[src/bp_pkg.sv]
// Shared types for the branch prediction unit.
// Tag fields are sized for the smallest table (INDEX_BITS = 1). Larger tables
// keep the unused upper tag bits at zero.
// Instructions are halfword aligned, so PC bit 0 never takes part in indexing.

`default_nettype none

package bp_pkg;

  ////////////////////////////////////////////////////////////
  // Widths
  ////////////////////////////////////////////////////////////
  localparam int PC_WIDTH  = 16;            // Instruction address width
  localparam int TAG_WIDTH = PC_WIDTH - 2;  // Widest tag, bit 0 plus one index bit dropped

  typedef logic [PC_WIDTH-1:0]  pc_t;       // Instruction address
  typedef logic [TAG_WIDTH-1:0] tag_t;      // Zero-extended PC tag

  localparam pc_t PC_STEP = 16'd2;          // Fall-through distance, one halfword

  ////////////////////////////////////////////////////////////
  // Counter states
  ////////////////////////////////////////////////////////////
  // Upper bit is the predicted direction
  typedef enum logic [1:0] {
    strong_nt = 2'd0,
    weak_nt   = 2'd1,
    weak_t    = 2'd2,
    strong_t  = 2'd3
  } ctr_state_e;

  ////////////////////////////////////////////////////////////
  // Table entries
  ////////////////////////////////////////////////////////////
  typedef struct packed {
    logic       valid;  // Entry written since reset
    tag_t       tag;    // PC bits above the index
    ctr_state_e state;  // 2-bit saturating counter
  } bht_entry_t;

  typedef struct packed {
    logic valid;   // Entry written since reset
    tag_t tag;     // PC bits above the index
    pc_t  target;  // Last taken target seen for this branch
  } btb_entry_t;

endpackage

`default_nettype wire

[src/bp_if.sv]
// Lookup and update buses between the top level, the two tables and the
// resolve logic. Index and tag are derived here once, so both tables agree.
// INDEX_BITS must match the tables attached to the bus (1 to 8).

`timescale 1ns/100ps
`default_nettype none

////////////////////////////////////////////////////////////
// Fetch side lookup bus
////////////////////////////////////////////////////////////
interface bp_lookup_if #(
  parameter int INDEX_BITS = 3
);

  logic                    lookup_en;  // Fetch is presenting a PC
  bp_pkg::pc_t             fetch_pc;   // Current fetch PC
  logic [INDEX_BITS-1:0]   fetch_idx;  // Table index of fetch_pc
  bp_pkg::tag_t            fetch_tag;  // Tag of fetch_pc
  logic                    ctr_hit;    // History table hit (bht)
  bp_pkg::ctr_state_e      ctr_state;  // Counter state, strong_nt on miss (bht)
  logic                    tgt_hit;    // Target buffer hit (btb)
  bp_pkg::pc_t             tgt;        // Stored target (btb)

  assign fetch_idx = fetch_pc[INDEX_BITS:1];                          // Skip bit 0
  assign fetch_tag = bp_pkg::tag_t'(fetch_pc >> (INDEX_BITS + 1));   // Upper bits

  // Each table drives only its own pair of results
  modport tbl  (input lookup_en, fetch_idx, fetch_tag,
                output ctr_hit, ctr_state, tgt_hit, tgt);
  modport user (output lookup_en, fetch_pc,
                input ctr_hit, ctr_state, tgt_hit, tgt);

endinterface

////////////////////////////////////////////////////////////
// Decode side update bus
////////////////////////////////////////////////////////////
interface bp_update_if #(
  parameter int INDEX_BITS = 3
);

  bp_pkg::pc_t           pc;          // Resolved branch PC
  logic [INDEX_BITS-1:0] upd_idx;     // Table index of pc
  bp_pkg::tag_t          upd_tag;     // Tag of pc
  logic                  bht_wen;     // Write the history entry
  logic                  btb_wen;     // Write the target entry
  bp_pkg::ctr_state_e    new_state;   // Counter value to store
  bp_pkg::pc_t           new_target;  // Target to store
  logic                  upd_hit;     // Target buffer probe hit for pc
  bp_pkg::pc_t           upd_target;  // Target currently stored for pc

  assign upd_idx = pc[INDEX_BITS:1];
  assign upd_tag = bp_pkg::tag_t'(pc >> (INDEX_BITS + 1));

  modport ctrl (output pc, bht_wen, btb_wen, new_state, new_target,
                input upd_hit, upd_target);
  modport tbl  (input upd_idx, upd_tag, bht_wen, btb_wen, new_state, new_target,
                output upd_hit, upd_target);

endinterface

`default_nettype wire

[src/bht.sv]
// Branch history table, direct mapped, 2**INDEX_BITS tagged 2-bit counters.
// Read is combinational and a write lands on the next rising edge.
// There is no bypass, so a lookup in the write cycle returns the old entry.

`timescale 1ns/100ps
`default_nettype none

module bht #(
  parameter int INDEX_BITS = 3
) (
  input  wire             clk,
  input  wire             rst,
  bp_lookup_if.tbl        lookup,  // Fetch lookup bus driving ctr_hit and ctr_state
  bp_update_if.tbl        upd      // Update from the resolve logic
);

  localparam int ENTRIES = 1 << INDEX_BITS;

  ////////////////////////////////////////////////////////////
  // Storage
  ////////////////////////////////////////////////////////////
  bp_pkg::bht_entry_t mem [ENTRIES];  // Counter array

  bp_pkg::bht_entry_t rd_entry;       // Entry selected by fetch_pc
  logic               tag_match;      // Stored tag equals fetch tag

  ////////////////////////////////////////////////////////////
  // Lookup path
  ////////////////////////////////////////////////////////////
  assign rd_entry  = mem[lookup.fetch_idx];
  assign tag_match = (rd_entry.tag == lookup.fetch_tag);

  always_comb begin
    lookup.ctr_hit   = 1'b0;
    lookup.ctr_state = bp_pkg::strong_nt;  // Miss reads as strongly not taken
    if (lookup.lookup_en && rd_entry.valid && tag_match) begin
      lookup.ctr_hit   = 1'b1;
      lookup.ctr_state = rd_entry.state;
    end
  end

  ////////////////////////////////////////////////////////////
  // Update path
  ////////////////////////////////////////////////////////////
  // Reset clears the valid bits only
  always_ff @(posedge clk) begin
    if (rst) begin
      for (int i = 0; i < ENTRIES; i++) begin
        mem[i].valid <= 1'b0;
      end
    end else if (upd.bht_wen) begin
      // Every resolve overwrites, so an alias evicts the old branch
      mem[upd.upd_idx].valid <= 1'b1;
      mem[upd.upd_idx].tag   <= upd.upd_tag;
      mem[upd.upd_idx].state <= upd.new_state;
    end
  end

endmodule

`default_nettype wire

[src/btb.sv]
// Branch target buffer, direct mapped, 2**INDEX_BITS tagged targets.
// Two combinational read ports: fetch lookup, and a probe at the resolved PC
// that tells the resolve logic whether the stored target is stale.
// Writes land on the next rising edge, no same-cycle bypass.

`timescale 1ns/100ps
`default_nettype none

module btb #(
  parameter int INDEX_BITS = 3
) (
  input  wire      clk,
  input  wire      rst,
  bp_lookup_if.tbl lookup,  // Fetch lookup, drives tgt_hit and tgt
  bp_update_if.tbl upd      // Update bus, drives the probe results
);

  localparam int ENTRIES = 1 << INDEX_BITS;

  ////////////////////////////////////////////////////////////
  // Storage
  ////////////////////////////////////////////////////////////
  bp_pkg::btb_entry_t mem [ENTRIES];

  bp_pkg::btb_entry_t fetch_entry;  // Entry at the fetch index
  bp_pkg::btb_entry_t probe_entry;  // Entry at the resolved index

  ////////////////////////////////////////////////////////////
  // Fetch lookup
  ////////////////////////////////////////////////////////////
  assign fetch_entry = mem[lookup.fetch_idx];

  assign lookup.tgt_hit = lookup.lookup_en && fetch_entry.valid
                          && (fetch_entry.tag == lookup.fetch_tag);
  assign lookup.tgt     = fetch_entry.target;  // Only meaningful with tgt_hit

  ////////////////////////////////////////////////////////////
  // Resolve probe
  ////////////////////////////////////////////////////////////
  assign probe_entry = mem[upd.upd_idx];

  // Not gated by a resolve strobe, the resolve logic qualifies it
  assign upd.upd_hit    = probe_entry.valid && (probe_entry.tag == upd.upd_tag);
  assign upd.upd_target = probe_entry.target;

  ////////////////////////////////////////////////////////////
  // Update
  ////////////////////////////////////////////////////////////
  always_ff @(posedge clk) begin
    if (rst) begin
      for (int i = 0; i < ENTRIES; i++) begin
        mem[i].valid <= 1'b0;  // Targets left as they are
      end
    end else if (upd.btb_wen) begin
      mem[upd.upd_idx].valid  <= 1'b1;
      mem[upd.upd_idx].tag    <= upd.upd_tag;
      mem[upd.upd_idx].target <= upd.new_target;
    end
  end

endmodule

`default_nettype wire

[src/bp_resolve.sv]
// Resolve logic, purely combinational.
// Computes the next counter state, the table write enables and mispredict
// from what decode sends back. The predicted state and target are the ones
// fetch saw, so the tables are not read for the direction check.

`timescale 1ns/100ps
`default_nettype none

module bp_resolve (
  input  wire                      resolve_valid,        // One resolved branch this cycle
  input  bp_pkg::pc_t              resolve_pc,           // PC of the branch
  input  bp_pkg::ctr_state_e       resolve_pred_state,   // Counter state used at fetch
  input  bp_pkg::pc_t              resolve_pred_target,  // Target predicted at fetch
  input  wire                      resolve_taken,        // Actual direction
  input  bp_pkg::pc_t              resolve_target,       // Actual target
  bp_update_if.ctrl                upd,                  // Table update bus
  output logic                     mispredict            // Valid only with resolve_valid
);

  logic pred_dir;       // Direction predicted at fetch
  logic dir_wrong;      // Predicted direction differs from outcome
  logic target_wrong;   // Taken and predicted taken, but target differs
  logic target_stale;   // Buffer misses or holds another target

  ////////////////////////////////////////////////////////////
  // Saturating counter
  ////////////////////////////////////////////////////////////
  always_comb begin
    case (resolve_pred_state)
      bp_pkg::strong_nt: upd.new_state = resolve_taken ? bp_pkg::weak_nt  : bp_pkg::strong_nt;
      bp_pkg::weak_nt:   upd.new_state = resolve_taken ? bp_pkg::weak_t   : bp_pkg::strong_nt;
      bp_pkg::weak_t:    upd.new_state = resolve_taken ? bp_pkg::strong_t : bp_pkg::weak_nt;
      bp_pkg::strong_t:  upd.new_state = resolve_taken ? bp_pkg::strong_t : bp_pkg::weak_t;
      default:           upd.new_state = bp_pkg::strong_nt;
    endcase
  end

  ////////////////////////////////////////////////////////////
  // Table writes
  ////////////////////////////////////////////////////////////
  assign upd.pc         = resolve_pc;
  assign upd.new_target = resolve_target;
  assign upd.bht_wen    = resolve_valid;  // History updated on every resolve

  // Probe results come back from the btb on the same bus
  assign target_stale = !upd.upd_hit || (upd.upd_target != resolve_target);
  assign upd.btb_wen  = resolve_valid && resolve_taken && target_stale;

  ////////////////////////////////////////////////////////////
  // Misprediction
  ////////////////////////////////////////////////////////////
  assign pred_dir     = resolve_pred_state[1];  // Upper bit is the direction
  assign dir_wrong    = (pred_dir != resolve_taken);
  assign target_wrong = resolve_taken && pred_dir
                        && (resolve_pred_target != resolve_target);

  assign mispredict = resolve_valid && (dir_wrong || target_wrong);

endmodule

`default_nettype wire

[src/branch_predictor.sv]
// Branch prediction unit top level: history table, target buffer and resolve.
// Lookup is combinational from fetch_pc. An update in the resolve cycle is
// visible to lookups from the following cycle.
// INDEX_BITS from 1 to 8, table size 2**INDEX_BITS.

`timescale 1ns/100ps
`default_nettype none

module branch_predictor #(
  parameter int INDEX_BITS = 3  // 8 entries per table
) (
  input  wire                clk,
  input  wire                rst,
  // Fetch side
  input  wire                lookup_en,
  input  bp_pkg::pc_t        fetch_pc,
  output logic               pred_taken,
  output bp_pkg::ctr_state_e pred_state,   // Sent down the pipe with the branch
  output bp_pkg::pc_t        pred_target,
  // Decode side
  input  wire                resolve_valid,
  input  bp_pkg::pc_t        resolve_pc,
  input  bp_pkg::ctr_state_e resolve_pred_state,
  input  bp_pkg::pc_t        resolve_pred_target,
  input  wire                resolve_taken,
  input  bp_pkg::pc_t        resolve_target,
  output logic               mispredict
);

  bp_lookup_if #(.INDEX_BITS(INDEX_BITS)) look_if ();
  bp_update_if #(.INDEX_BITS(INDEX_BITS)) upd_if ();

  ////////////////////////////////////////////////////////////
  // Lookup path
  ////////////////////////////////////////////////////////////
  assign look_if.lookup_en = lookup_en;
  assign look_if.fetch_pc  = fetch_pc;

  bht #(.INDEX_BITS(INDEX_BITS)) bht_i (
    .clk    (clk),
    .rst    (rst),
    .lookup (look_if.tbl),
    .upd    (upd_if.tbl)
  );

  btb #(.INDEX_BITS(INDEX_BITS)) btb_i (
    .clk    (clk),
    .rst    (rst),
    .lookup (look_if.tbl),
    .upd    (upd_if.tbl)
  );

  // Both tables already report a miss with lookup_en low
  assign pred_taken  = look_if.ctr_hit && look_if.ctr_state[1];
  assign pred_state  = look_if.ctr_state;
  assign pred_target = look_if.tgt_hit ? look_if.tgt
                                       : fetch_pc + bp_pkg::PC_STEP;  // Fall through

  ////////////////////////////////////////////////////////////
  // Update path
  ////////////////////////////////////////////////////////////
  bp_resolve resolve_i (
    .resolve_valid       (resolve_valid),
    .resolve_pc          (resolve_pc),
    .resolve_pred_state  (resolve_pred_state),
    .resolve_pred_target (resolve_pred_target),
    .resolve_taken       (resolve_taken),
    .resolve_target      (resolve_target),
    .upd                 (upd_if.ctrl),
    .mispredict          (mispredict)
  );

endmodule

`default_nettype wire

[config.mk]
export PLATFORM = sky130hd
export DESIGN_NAME = branch_predictor
export DESIGN_NICKNAME = d
export VERILOG_FILES = /design/src/bp_pkg.sv /design/src/bp_if.sv /design/src/bht.sv /design/src/btb.sv /design/src/bp_resolve.sv /design/src/branch_predictor.sv
export SDC_FILE = /design/constraint.sdc
export NUM_CORES = 1
export LEC_CHECK = 0
export ABC_AREA = 0
export CAP_MARGIN = 20
export CORE_ASPECT_RATIO = 0.5
export CORE_MARGIN = 10
export CORE_UTILIZATION = 60
export DETAILED_ROUTE_END_ITERATION = 12
export DONT_BUFFER_PORTS = 1
export GPL_TIMING_DRIVEN = 0
export PLACE_DENSITY = 0.75
export SLEW_MARGIN = 30
export SYNTH_ARGS = -nofsm -noshare
export SYNTH_HDL_FRONTEND = slang
export SYNTH_SLANG_ARGS = --single-unit
[constraint.sdc]
create_clock -name clk -period 6.79 [get_ports clk]
set_input_delay 0.3395 -clock clk [delete_from_list [all_inputs] [get_ports clk]]
set_output_delay 0.3395 -clock clk [all_outputs]
set_load 0.02 [all_outputs]
==> impl_metrics.ini <==
[timing]
timing.hold.ws_ps = 232.8
max_slew_margin_pct = 35.24
max_clock_freq_mhz = 226.7
clock_skew_ps = 17.74
period_share_pct = 64.95
min_period_ps = 4410
worst_pin_slew_ps = 971.5
finalWorstSetupSlack_ps = 2380
rsz0062_at_grt = false
tns_ps = 0
maxSlewViolCount = 0
setup_viol = 0
hold_viol = 0

[critical_path]
rr_endpoint = btb_i.mem[0][8]
critPathArrivalTime_ps = 4070
reg2reg_from = btb_i.mem[5][2]
cp_max_fo = 10
startpoint = fetch_pc[3]
rr_worst_depth = 10
cp-endpoint = pred_target[8]
required_ps = 6450
crit_path_start_kind = input pin
critPathCaptureType = output pin
crit_type = in2out
ff2ff_setup_slack_ps = 2880

[die]
row_count = 42
core_area_um2 = 26800
ioPinCount = 91
initial_core_util_pct = 61.70
die_area_um2 = 35000
die_w_um = 254.8
fp.dieH_um = 137.4

[power_and_ir_drop]
combPwrFrac_pct = 9.2
p_int_mw = 3.523
worst_ir_drop_vdd_mv = 0.1840
switching_share_pct = 22.94
leakage_nw = 6.465
power.switching_mw = 1.049
power.share.sequential_pct = 53.0
clock_power_share_pct = 37.9
power_density_nw_per_um2 = 243.9

[final_layout]
instances_no_fill = 1422
diodes = 0
drive_gt1_share_pct = 22.52
layout.nets = 1120
area_growth_pct = 13.38
final_core_util_pct = 69.96

[global_routing]
grt_pass1_vias = 10180
grt_max_degree = 18
grtUsageTotal_pct = 27.56
overflow = 0
antenna_found_initial = 0
grt_pass1_wl_mm = 68.94

[place]
routabilityCongestion = 0.9060
pre_cts_slack_ps = 1961
dp_cells = 1339
port-buffer-count = 0
place_hpwl_mm = 32.18

[logic_synthesis]
synthCells = 966
synth_nets = 1039
yosysWarningCount = 0
yosysSeqAreaShare_pct = 62.95
ys_types = 54
ys_ff_latch = 352
synth_ff_type = edfxtp_1
synth-edff-count = 336
async_flop_share_pct = 0
syn_area_um2 = 16540
synth.avg_cell_area_um2 = 17.12

[routing]
vias = 10119
drc_errors = 0
wirelength_mm = 47.97
first_pass_iters = 5
wl_per_cell_um = 33.73
first_iter_violations = 1444
viasPerCell = 7.116
ant_nets = 0

[worst_hold_path]
min_delay_path_depth = 1
holdCritPathClass = in2reg

[outcome]
status = completed

[clocking]
root_buffer = clkbuf_16
cts_made_buffers = 30
path_clk_slew_ps = 70
cts_setup_buffers = 0
cts.path.max_buffers = 3
cts_sinks = 352
cts_tree = done
htreeDepth = 1
clkLatencyLatePin_ps = 580

[flow_run]
cap_violations = 0
-- timing repair --
item,CTS,global route
hold buffers,28,0
resized for setup,0,0
hold endpoints to repair,320,0
-- state kept, by name, summed over array words and instances, names as in the netlist --
| register | cells |
|---|---|
| bht_i.mem | 120 |
| btb_i.mem | 232 |
-- power by group through the flow --
stage	sequential (mW)	combinational, mW	clock, mW
floorplan	2.47	0.263	0
global placement	2.47	0.358	0
detailed placement	2.47	0.372	0
CTS	2.42	0.413	1.73
global route	2.42	0.440	1.81
finish	2.42	0.419	1.73
-- Yosys cell counts, drive strengths merged (4+ instances only) --
master    n  share of area [%]
clkbuf   13               0.30
nand4    11               0.42
inv      17               0.39
nor2     26               0.59
dfxtp    16                1.9
o22a      6               0.32
nor2b     9               0.34
nand2b    6               0.23
mux2      5               0.39
xor2     49                2.6
o22ai    18               0.68
edfxtp  336                 61
and2      4               0.15
buf      46                1.8
nand2    29               0.66
a22oi    35                1.6
o21ai     4               0.12
xnor2    13               0.69
a21oi    17               0.51
mux4    104                 14
nand3    14               0.42
mux2i   137                8.3
nor4      5               0.28
and3     18               0.68
-- worst min path at each step --
stage | to | start
finish | bht_i.mem[7][1] | resolve_pred_state[0]
global route | bht_i.mem[7][1] | resolve_pred_state[0]
global placement | btb_i.mem[4][2] | resolve_target[2]
floorplan | bht_i.mem[6][14] | bht_i.mem[6][14]
CTS | bht_i.mem[7][1] | resolve_pred_state[0]
detailed placement | btb_i.mem[2][2] | resolve_target[2]
-- cells in the final DEF (no fill, tap or decap), types with 14 or more instances in the layout --
master	netlist	final
o22ai_1	18	18
dfxtp_1	16	16
a22oi_1	35	35
clkbuf_1	13	14
clkbuf_16	0	31
buf_2	30	30
inv_1	17	17
edfxtp_1	336	336
nand2_1	29	29
nand3_1	14	14
dlygate4sd3_1	0	28
mux4_2	104	104
xor2_1	49	49
mux2i_1	137	137
a21oi_1	17	17
and3_1	18	18
-- metrics by stage --
step,total power [mW],instance area (um2)
finish,4.572,18750
global route,4.677,18750
floorplan,2.729,16540
global placement,2.827,16980
CTS,4.563,18750
detailed placement,2.842,17510
-- metal layers --
metal | up-vias | wire length [um] | GRT usage, %
met5 | - | 0 | 0
li1 | 4079 | - | -
met1 | 5184 | 18140 | 38.05
met2 | 730 | 21550 | 42.52
met3 | 126 | 6679 | 7.127
met4 | 0 | 1609 | 9.037
-- worst max-delay path, stage by stage --
cell,delay (ps)
buf_2,330
buf_2,440
buf_1,670
clkbuf_1,790
buf_2,630
mux2i_1,240
mux2i_1,610
-- area by class of cell --
type | instances | area (um2)
buffer | 59 | 352.8
clock buffer | 33 | 783.3
clock inverter | 22 | 178.9
fill | 1703 | 8050
inverter | 17 | 63.81
multi-input combinational | 538 | 5793
sequential | 352 | 10410
tap | 352 | 440.4
timing repair buffer | 49 | 728.2
-- cells by family (layout without fill, tap and decap cells) --
kind of cell / after synthesis / after routing / synth area share, %
AOI/OAI and AO/OA: 90 / 90 / 3.723
and+or+nand+nor: 136 / 136 / 4.419
xor gates and xnor gates: 62 / 62 / 3.284
buffers and inverters: 76 / 180 / 2.512
adders and majority gates: 4 / 4 / 0.2724
DFF: 352 / 352 / 62.95
muxes: 246 / 246 / 22.84
Note: power is estimated with default switching activity, not from simulation.
